**config.mk**
```make
export PLATFORM = sky130hd
export DESIGN_NAME = mem_arbiter
export DESIGN_NICKNAME = d
export VERILOG_FILES = /design/src/core_pkg.sv /design/src/mem_arbiter.sv
export SDC_FILE = /design/constraint.sdc
export NUM_CORES = 1
export LEC_CHECK = 0
export BUFFER_PORTS_ARGS = -buffer_cell sky130_fd_sc_hd__buf_2
export CORE_AREA = 4 4 145 147
export DETAILED_ROUTE_END_ITERATION = 16
export DIE_AREA = 0 0 149 151
export HOLD_SLACK_MARGIN = 0.03
export SYNTH_ARGS = -nofsm -noshare
export SYNTH_HDL_FRONTEND = slang
export SYNTH_SLANG_ARGS = --single-unit
export TNS_END_PERCENT = 1
```
**constraint.sdc**
```tcl
create_clock -name clk -period 1.1 [get_ports clk]
set_input_delay 0.22 -clock clk [delete_from_list [all_inputs] [get_ports clk]]
set_output_delay 0.22 -clock clk [all_outputs]
set_load 0.005 [all_outputs]
```
**src/core_pkg.sv**
```systemverilog
// RV32I subset core definitions
`default_nettype none

package core_pkg;

  ////////////////////////////////////////
  // widths and sizes
  ////////////////////////////////////////

  // data word width
  localparam int unsigned XLEN      = 32;
  // RAM depth in words
  localparam int unsigned MEM_WORDS = 1024;
  // RAM word address width
  localparam int unsigned MEM_AW    = 10;

  // data or instruction word
  typedef logic [XLEN-1:0] word_t;
  // byte address
  typedef logic [31:0]     addr_t;
  // register index
  typedef logic [4:0]      reg_idx_t;

  ////////////////////////////////////////
  // decoder and FSM encodings
  ////////////////////////////////////////

  // ALU operations
  typedef enum logic [2:0] {
    ALU_ADD    = 3'd0,
    ALU_SUB    = 3'd1,
    ALU_AND    = 3'd2,
    ALU_OR     = 3'd3,
    ALU_XOR    = 3'd4,
    ALU_PASS_B = 3'd5
  } alu_op_t;

  // instruction classes
  typedef enum logic [3:0] {
    OP_ALU       = 4'd0,
    OP_ALUI      = 4'd1,
    OP_LUI       = 4'd2,
    OP_LOAD      = 4'd3,
    OP_STORE     = 4'd4,
    OP_BRANCH_EQ = 4'd5,
    OP_BRANCH_NE = 4'd6,
    OP_JAL       = 4'd7,
    OP_HALT      = 4'd8
  } op_kind_t;

  // decoded control
  typedef struct packed {
    op_kind_t kind;
    alu_op_t  alu_op;
    reg_idx_t rd;
    reg_idx_t rs1;
    reg_idx_t rs2;
    // sign-extended, already selected by format
    word_t    imm;
    logic     rd_wen;
  } ctl_t;

  // core FSM states
  typedef enum logic [2:0] {
    ST_IDLE  = 3'd0,
    ST_FETCH = 3'd1,
    ST_EXEC  = 3'd2,
    ST_MEM   = 3'd3,
    ST_WB    = 3'd4,
    ST_HALT  = 3'd5
  } core_state_t;

  // bus request payload
  typedef struct packed {
    logic  wen;
    addr_t adr;
    word_t wdt;
  } bus_req_t;

endpackage

`default_nettype wire

```
**src/mem_arbiter.sv**
```systemverilog
// Fixed-priority memory arbiter
`timescale 1ns/10ps
`default_nettype none

module mem_arbiter (
  input  logic                        clk,
  input  logic                        rst,
  // host port, highest priority
  input  core_pkg::bus_req_t          host_req,
  input  logic                        host_vld,
  output logic                        host_rdy,
  output core_pkg::word_t             host_rdt,
  output logic                        host_rsp_vld,
  // load/store port
  input  core_pkg::bus_req_t          ls_req,
  input  logic                        ls_vld,
  output logic                        ls_rdy,
  output core_pkg::word_t             ls_rdt,
  output logic                        ls_rsp_vld,
  // fetch port, lowest priority
  input  core_pkg::bus_req_t          if_req,
  input  logic                        if_vld,
  output logic                        if_rdy,
  output core_pkg::word_t             if_rdt,
  output logic                        if_rsp_vld,
  // RAM side
  output logic                        mem_en,
  output logic                        mem_wen,
  output logic [core_pkg::MEM_AW-1:0] mem_adr,
  output core_pkg::word_t             mem_wdt,
  input  core_pkg::word_t             mem_rdt
);

  import core_pkg::*;

  bus_req_t   gnt_req;
  // read owner, one bit per port: {fetch, load/store, host}
  logic [2:0] rd_own;

  // grant in the request cycle
  assign host_rdy = host_vld;
  assign ls_rdy   = ls_vld && !host_vld;
  assign if_rdy   = if_vld && !host_vld && !ls_vld;

  assign gnt_req = host_rdy ? host_req : ls_rdy ? ls_req : if_req;
  assign mem_en  = host_rdy || ls_rdy || if_rdy;
  assign mem_wen = mem_en && gnt_req.wen;
  // byte address 11:2 selects the word
  assign mem_adr = gnt_req.adr[MEM_AW+1:2];
  assign mem_wdt = gnt_req.wdt;

  // remember who gets the next read data
  always_ff @(posedge clk, posedge rst) begin
    if (rst) begin
      rd_own <= '0;
    end else begin
      rd_own <= {if_rdy, ls_rdy, host_rdy} & {3{mem_en && !mem_wen}};
    end
  end

  // read data shared, qualified per port
  assign host_rdt     = mem_rdt;
  assign ls_rdt       = mem_rdt;
  assign if_rdt       = mem_rdt;
  assign host_rsp_vld = rd_own[0];
  assign ls_rsp_vld   = rd_own[1];
  assign if_rsp_vld   = rd_own[2];

  assert property (@(posedge clk) disable iff (rst) $onehot0({host_rdy, ls_rdy, if_rdy}));

endmodule

`default_nettype wire

```
### After elaboration in Yosys (flattened, before gate mapping)

Index checks and enable logic that the tools add are counted.

| storage, ports and cells | value |
|---|---|
| ROM bits | 0 |
| memories kept | 0 |
| word-level logic and storage cells | 14 |
| input bits | 232 |
| register bits after elaboration | 3 |
| bits in latches | 0 |
| bits in writable memories | 0 |
| output and inout port bits | 146 |

| operators by class | value |
|---|---|
| equality and inequality tests | 0 |
| multiply operators | 0 |
| order comparisons | 0 |
| shift operators | 0 |
| add/subtract/negate cells | 0 |
| reductions and logical operators | 10 |
| bitwise operators | 1 |
| divide/modulo/power cells | 0 |
| multiplexer cells | 2 |

Operators by type and width:

| kind | count |
|---|---|
| 2-to-1 mux 65 bit | 2 |
| logical AND 1 bit | 5 |
| bitwise AND 3 bit | 1 |
| logical NOT 1 bit | 3 |
| logical OR 1 bit | 2 |

### Longest topological paths before layout

Gate-level depths: netlist (run 1).

| depth | value |
|---|---|
| depth in word-level cells | 8 |
| depth in mapped cells | 5 |
| mapped depth without buffers | 2 |

### Worst setup path before layout (run 1)

OpenSTA, ideal clock, no wires.

| path | value |
|---|---|
| path type | input -> output |
| from | in ls_vld |
| to | out mem_wen |
| arrival | 0.786 ns |
| required time | 0.880 ns |
| stages | 4 |
| setup slack | 0.094 ns |
| path buffers | 2 |
| cells stage by stage | buf_6 -> buf_12 -> nand3b_1 -> a21oi_1 |

| on the way | value |
|---|---|
| longest elaborated chain between the ends | 4 |
| elaborated cells between the ends (all ways) | 8 |
| those cells by class | mux: 2; reduce/logical: 6 |

RTL lines:

| element | line | text |
|---|---|---|
| start, declared | mem_arbiter.sv:16 | `input logic ls_vld,` |
| logical AND 1 bit or logical NOT 1 bit (tied branches) | mem_arbiter.sv:42, mem_arbiter.sv:43 |  |
| 2-to-1 mux 65 bit, or another cell as far along | mem_arbiter.sv:45 | `assign gnt_req = host_rdy ? host_req : ls_rdy ? ls_req : if_req;` |
| 2-to-1 mux 65 bit or logical OR 1 bit (tied branches) | mem_arbiter.sv:45, mem_arbiter.sv:46 |  |
| logical AND 1 bit (*) | mem_arbiter.sv:47 | `assign mem_wen = mem_en && gnt_req.wen;` |
| end, declared | mem_arbiter.sv:28 | `output logic mem_wen,` |

Every way passes the cells marked *; elsewhere a longest branch is shown, timed or not.

### Worst setup path after layout (run 1)

Same ends and word-level chain as after synthesis.

==> results of run 1 <==
## final cells by class
cell class / count / area (um^2) / area share [%]
well taps: 270 / 338 / 13.2
inverters: 1 / 3.75 / 0.147
flip-flops and latches: 3 / 75.1 / 2.93
clock buffers: 4 / 78.8 / 3.08
repair buffers: 195 / 1190 / 46.3
multi-input cells: 135 / 880 / 34.3
## worst max path at each step
stage,start,to,cells past startpoint
finish,ls_vld,mem_wen,5
global route,ls_vld,mem_wen,5
CTS,ls_vld,mem_wen,5
detailed placement,ls_vld,mem_wdt[3],5
global placement,ls_vld,mem_wdt[3],5
floorplan,ls_vld,mem_wen,4
## Yosys cell counts, drive strengths merged
| cell | count | area (um^2) |
|---|---|---|
| buf | 109 | 847 |
| mux2i | 42 | 420 |
| nand2 | 42 | 158 |
| o21ai | 42 | 210 |
| clkbuf | 3 | 11.3 |
| dfrtp | 3 | 75.1 |
| nor2b | 3 | 18.8 |
| a21oi | 2 | 10.0 |
| and2b | 1 | 7.51 |
| inv | 1 | 3.75 |
| nand3b | 1 | 7.51 |
| nor3b | 1 | 12.5 |
| or3 | 1 | 6.26 |
## critical path, cell delays in order
cell,delay (ps)
buf_16,140
buf_8,140
nand3b_1,190
a21oi_1,150
buf_2,130
## what timing repair did
item,in CTS,in global routing
buffers inserted,1,0
hold buffers,1,0
pin swaps,1,4
resized for setup,16,6
gates cloned,4,0
endpoints found under the hold margin,3,0
setup endpoints to repair,45,46
## logic make-up after synthesis
kind of cell | synth area share, %
mux | 23.5
simple gates | 11.8
flops | 4.20
compound gates | 12.3
buf+inv | 48.2
## metal layers
layer	part of all wire, %	up-vias
li1	-	907
met1	36	776
met2	47	127
met3	13	35
met4	4.6	0
met5	0	-
## where the power goes
group,total (mW),leakage [nW],switching [mW],internal (mW)
registers,0.117,0.0401,0.00117,0.115
clock network,0.573,0.0382,0.0949,0.478
logic,0.850,1.28,0.356,0.494
==> run metrics, run 1 <==
initial antenna violation count 0; area grow syn2layout 43.2%; Starting DRT DRC Count 41; clock sink total 3; max FFs per register 3; Arrival @ worst endpoint 960 ps; Worst Hold Launch ls_req[64]; HPWL after DPL about 5200 um; Fin Setup TNS -914 ps; total routed wirelength 6860 um; worst slack, placed -187 ps; slew at the pin closest to its max-slew limit 198 ps; Hold EP rd_own[1]$_DFF_PP0_; Slew Viols, Final 0; GR Util met3 under 10%; commonest cells after routing, fill and taps aside buf_2, o21ai_1, nand2_1, mux2i_1, buf_16; first-pass GRT wire length approximately 9100 um; # placed instances 598; final setup violation count 37; relative slew slack 86.8%; unrepaired setup endpoints after global routing true; Layout Utilization around 13%; Cell Pwr Density 601 nW/um^2; Site Rows 52; die footprint 22,500 um^2; Critical Path End Type primary output; CORE AREA 19,900 um^2; Pwr Total 1.54 mW; Syn Area/Cell 7.12 um^2; gr usage total 5.11%; CTS tree done; top flop regs rd_own (3); synthesized flop and latch total 3; global routing usage on met1 5.73%; PortBufs 183; initial core utilization 8.98%; GPL Wtd Cong 0.637; grt met2 use 8.67%; Via density 3.03; Finished Layout Cells between 600 and 700; design area approximately 2600 um^2; Post-DP Area 2280 um^2; ratio of cells with drive above 1 in the final layout between 60% and 70%; Wirelength per Cell 11.3 um; Post-Syn Nets 483; post-synthesis cell type count 16; crit path time final ~1200 ps; kind of start point of the critical path input pin; Final Hold Vio Count 0; number of detailed-route iterations in the first pass 4; I/O pin count 378; WHS 175 ps; commonest non-fill, non-tap cell in the layout buf_2; Worst Hold Depth 2; Die Ht roughly 150 um; nets@finish 571; busiest grt layer met2; peak supply drop 0.000406 V; fmax 849 MHz; Setup Crit Path Kind in2out; Inserted Diodes 0; Hold Path Class in2reg; Syn. warnings 0; CTS Root Cell clkbuf_16; GRT Residual Overflow 0; worst setup margin -77.5 ps; Max Buffers Root-to-Sink 2; status finished with violations; most flop-heavy register rd_own; Max Cap Violations 0; total number of vias 1,845; Worst Path Max Fanout 7; Seq/Total Area, Yosys 4.20%; final period utilization 107%; antenna viol nets, final 0; Mapped Cells between 200 and 300; cts bufs inserted 3; DRC Markers 0; filler instances 2,316; failing checks negative setup slack; H-tree depth 1; clock-pin slew on the worst setup and hold paths ~30 ps; leak pwr 1.36 nW; mapped cell area 1790 um^2; vias in the first global route 1,646; Die X 149 um; Req. time, crit path 880 ps; largest net degree at the start of global routing 48
(Power assumes the default switching activity.)
==> run 2, diff against run 1 <==
--- a/config.mk
+++ b/config.mk
@@ -7,6 +7,7 @@
 export LEC_CHECK = 0
 export BUFFER_PORTS_ARGS = -buffer_cell sky130_fd_sc_hd__buf_2
 export CORE_AREA = 4 4 145 147
+export CTS_BUF_LIST = sky130_fd_sc_hd__clkbuf_4 sky130_fd_sc_hd__clkbuf_8
 export DETAILED_ROUTE_END_ITERATION = 16
 export DIE_AREA = 0 0 149 151
 export HOLD_SLACK_MARGIN = 0.03
==> constraint.sdc (replaced) <==
create_clock -name clk -period 1.1 [get_ports clk]
set_input_delay 0.22 -clock clk [delete_from_list [all_inputs] [get_ports clk]]
set_output_delay 0.22 -clock clk [all_outputs]
set_load 0.05 [all_outputs]
==> run metrics, run 2 (synthesized netlist as in run 1, its figures left out) <==
worst slack, placed -401 ps; nets@finish 594; initial antenna violation count 0; status finished with violations; Final Hold Vio Count 0; gr usage total 7.36%; Worst Path Max Fanout 5; crit path time final between 1000 and 1500 ps; Max Cap Violations 0; critical path's largest stage delay 150 ps; largest net degree at the start of global routing 26; number of detailed-route iterations in the first pass 4; PortBufs 183; cts bufs inserted 3; total number of vias 2,056; Hold EP rd_own[1]$_DFF_PP0_; Req. time, crit path just under 900 ps; failing checks negative setup slack; Fin Setup TNS -5790 ps; Max Buffers Root-to-Sink 2; design area between 3000 and 4000 um^2; Die Ht roughly 150 um; top flop regs rd_own (3); Slew Viols, Final 0; DRC Markers 0; CTS tree done; Cell Chain, Critical Path buf_16, buf_12, mux2i_1, buf_4, o21ai_4, buf_12; kind of start point of the critical path input pin; most flop-heavy register rd_own; CP most frequent cell buf_12; clock-pin slew on the worst setup and hold paths about 30 ps; clock sink total 3; Worst path slowest cell buf_12; max FFs per register 3; Via density 3.25; unrepaired setup endpoints after global routing true; total routed wirelength 8930 um; H-tree depth 1; peak supply drop 0.000231 V; initial core utilization 8.98%; Cell Pwr Density slightly below 700 nW/um^2; WHS 184 ps; slew at the pin closest to its max-slew limit 223 ps; Arrival @ worst endpoint 1060 ps; fmax 782 MHz; Setup Crit Path Kind in2out; I/O pin count ~380; Starting DRT DRC Count 21; area grow syn2layout 122%; HPWL after DPL 6350 um; vias in the first global route between 2,000 and 2,500; first-pass GRT wire length 12,400 um; GRT Residual Overflow 0; Wirelength per Cell 14.1 um; ratio of cells with drive above 1 in the final layout 84.8%; worst setup margin -179 ps; Worst Setup SP ls_vld; final period utilization 116%; CORE AREA 19,900 um^2; leak pwr 1.67 nW; CTS Root Cell clkbuf_8; Layout Utilization 20.0%; Site Rows 52; commonest cells after routing, fill and taps aside buf_2, nand2_1, o21ai_4, mux2i_4, buf_4; Post-DP Area 3060 um^2; die footprint around 22,000 um^2; Die X 149 um; relative slew slack a little over four fifths; filler instances 2,171; Worst Hold Depth 2; Hold Path Class in2reg; antenna viol nets, final 0; Critical Path End Type primary output; Worst Hold Launch ls_req[64]; final setup violation count 46; commonest non-fill, non-tap cell in the layout buf_2; GPL Wtd Cong 0.706
## run 2: cell count changes in the layout (fill, tap and decap cells not counted), sizes merged
cell    delta
diode      +1
buf       +18
clkbuf     +5
## run 2: power by group
part           internal [mW]  leakage [nW]  switching, mW
Clock                  0.272        0.0262         0.0707
Sequential             0.115        0.0401       0.000686
Combinational           1.02          1.61           1.20
Total                   1.40          1.67           1.27
## run 2: area by class of cell
cell class                      instances  area (um^2)  share of cell area [%]
Timing Repair Buffer                  218         1780                    44.9
Multi-Input combinational cell        135         1720                    43.3
Tap cell                              270          338                    8.50
Sequential cell                         3         75.1                    1.89
Clock buffer                            4         48.8                    1.23
Inverter                                1         3.75                  0.0945
Antenna cell                            1         2.50                  0.0630
## run 2: worst max-delay path: cells and delay by family
family	cells	cell delay, ps
mux	1	120
compound gates	1	140
buf+inv	4	560
## run 2: through the flow
stage               cells  power, mW
detailed placement    619       1.84
finish                632       2.68
CTS                   631       2.66
floorplan             251       2.18
global placement      619       1.82
global route          631       2.82
## run 2: worst max-delay path by stage
stage / endpoint / slack (ps)
4_1_cts: mem_wen / -200
3_5_place_dp: mem_wdt[14] / -400
6_report: mem_wdt[3] / -180
3_3_place_gp: mem_wdt[9] / -350
5_1_grt: mem_wen / -210
2_1_floorplan: mem_wen / -160
## run 2: metal layers
layer  global-route usage [%]  vias up  part of all wire, %
li1                         -      970                    -
met1                     7.30      918                   32
met2                     13.9      130                   53
met3                     2.03       38                   10
met4                     3.89        0                  4.2
met5                        0        -                    0
## run 2: repair_timing
| action | in CTS | in global routing |
|---|---|---|
| gates cloned | 7 | 0 |
| hold endpoints to repair | 3 | 0 |
| setup buffers | 0 | 0 |
| gates resized for setup | 136 | 20 |
| hold buffers | 1 | 0 |
| pin swaps | 18 | 3 |
| endpoints found under the setup margin | 47 | 47 |
==> run 3, diff against run 2 <==
--- a/config.mk
+++ b/config.mk
@@ -5,12 +5,13 @@
 export SDC_FILE = /design/constraint.sdc
 export NUM_CORES = 1
 export LEC_CHECK = 0
-export BUFFER_PORTS_ARGS = -buffer_cell sky130_fd_sc_hd__buf_2
 export CORE_AREA = 4 4 145 147
 export CTS_BUF_LIST = sky130_fd_sc_hd__clkbuf_4 sky130_fd_sc_hd__clkbuf_8
 export DETAILED_ROUTE_END_ITERATION = 16
 export DIE_AREA = 0 0 149 151
+export DONT_BUFFER_PORTS = 1
 export HOLD_SLACK_MARGIN = 0.03
+export RECOVER_POWER = 100
 export SYNTH_ARGS = -nofsm -noshare
 export SYNTH_HDL_FRONTEND = slang
 export SYNTH_SLANG_ARGS = --single-unit
==> run metrics, run 3 (synthesized netlist as in run 1, its figures left out) <==
crit path time final 1080 ps; Hold EP rd_own[1]$_DFF_PP0_; fmax 922 MHz; Hold Buf Count CTS 1; ratio of cells with drive above 1 in the final layout between 30% and 40%; Die Ht about 150 um; Inserted Diodes 0; number of detailed-route iterations in the first pass 2; Post-CTS Setup Inserts 0; Req. time, crit path 880 ps; cell family with most CP delay compound AO/OA/AOI/OAI gates; Setup Crit Path Kind in2out; H-tree depth 1; Via density 2.90; GRT Residual Overflow 0; max FFs per register 3; most flop-heavy register rd_own; status finished, final reports clean; final period utilization 98.6%; largest net degree at the start of global routing 91; # placed instances around 430; Slew Viols, Final 0; CP Depth 2; Worst Hold Depth 1; commonest cells after routing, fill and taps aside mux2i_1, nand2_1, o21ai_2, o21ai_4, buf_12; leak pwr 0.684 nW; Site Rows 52; unrepaired setup endpoints after global routing false; Sw Ratio 53.5%; sw power 822 uW; vias in the first global route about 1,400; CTS resizes 0; Max Buffers Root-to-Sink 2; Buf/Inv on CP 0; HPWL after DPL 5010 um; Starting DRT DRC Count 6; Arrival @ worst endpoint 860 ps; Die X 149 um; top flop regs rd_own (3); Max Cap Violations 0; Final Hold Vio Count 0; critical path's largest stage delay slightly below 500 ps; antenna viol nets, final 0; total number of vias 1,251; Worst Path Max Fanout 47; PortBufs 0; Cell Chain, Critical Path mux2i_1, o21ai_2; Pwr Total ~1.5 mW; area grow syn2layout 2.87%; Reg power frac 8.6%; clock-pin slew on the worst setup and hold paths 30 ps; relative slew slack just over 60%; Internal Pwr Total about 720 uW; total routed wirelength between 6000 and 7000 um; kind of start point of the critical path input pin; peak supply drop around 0.00017 V; cts bufs inserted 3; CTS Root Cell clkbuf_8; Hold Path Class in2reg; gr usage total 4.67%; CTS tree done; Critical Path End Type primary output; WHS 66.4 ps; Cell Pwr Density 836 nW/um^2; GPL Wtd Cong 0.732; final setup violation count 0; I/O pin count 378; Worst path slowest cell o21ai_2; initial antenna violation count 0; combinational power share 69.2%; first-pass GRT wire length between 7000 and 8000 um; nets@finish 395; clock sink total 3; CORE AREA 19,900 um^2; clock network fraction of design power between 20% and 30%; DRC Markers 0; initial core utilization 8.98%; Worst Hold Launch ls_req[64]; Finished Layout Cells approximately 430; Wirelength per Cell around 14 um; die footprint between 20,000 and 25,000 um^2; slew at the pin closest to its max-slew limit 588 ps
[run 3: cell types whose count changed in the layout (fill, tap and decap cells not counted), sizes merged]
cell and delta:
diode -1, clkbuf -2, buf -197
[run 3: worst max-delay path by stage]
stage / startpoint / end / slack (ps)
detailed placement: ls_vld / mem_wen / 30
CTS: host_vld / mem_en / 30
finish: ls_vld / mem_wdt[10] / 20
global route: ls_vld / mem_wdt[24] / 7
floorplan: ls_vld / mem_wen / -160
global placement: ls_vld / mem_wen / 20
[run 3: layer usage]
metal | global-route usage [%] | vias to the layer above | part of all wire (%)
met4 | 3.75 | 0 | 6.3
met1 | 4.03 | 523 | 29
met3 | 1.59 | 40 | 12
li1 | - | 556 | -
met5 | 0 | - | 0
met2 | 8.71 | 132 | 52
[run 3: metrics by stage]
step	setup WS (ps)	cell area [um^2]	util, %	setup TNS, ps
after floorplan	-156	2260	-	-4850
after global placement	24.3	2040	10.2	0
after detailed placement	34.8	2040	10.2	0
after CTS	28.3	2100	10.5	0
after global routing	7.39	1840	9.24	0
final	15.8	1840	9.24	0
[run 3: area by class of cell]
cell class / count / area, um^2
Clock buffer: 4 / 48.8
Fill cell: 2338 / 18100
Inverter: 1 / 3.75
Multi-Input combinational cell: 135 / 1130
Sequential cell: 3 / 75.1
Tap cell: 270 / 338
Timing Repair Buffer: 19 / 239
[run 3: power by group through the flow]
| stage | combinational, mW | clock, mW | sequential [mW] |
|---|---|---|---|
| final | 1.06 | 0.342 | 0.132 |
| after floorplan | 2.05 | 0 | 0.133 |
| after detailed placement | 1.21 | 0 | 0.133 |
| after global placement | 1.20 | 0 | 0.133 |
| after CTS | 1.22 | 0.348 | 0.132 |
| after global routing | 1.12 | 0.363 | 0.132 |
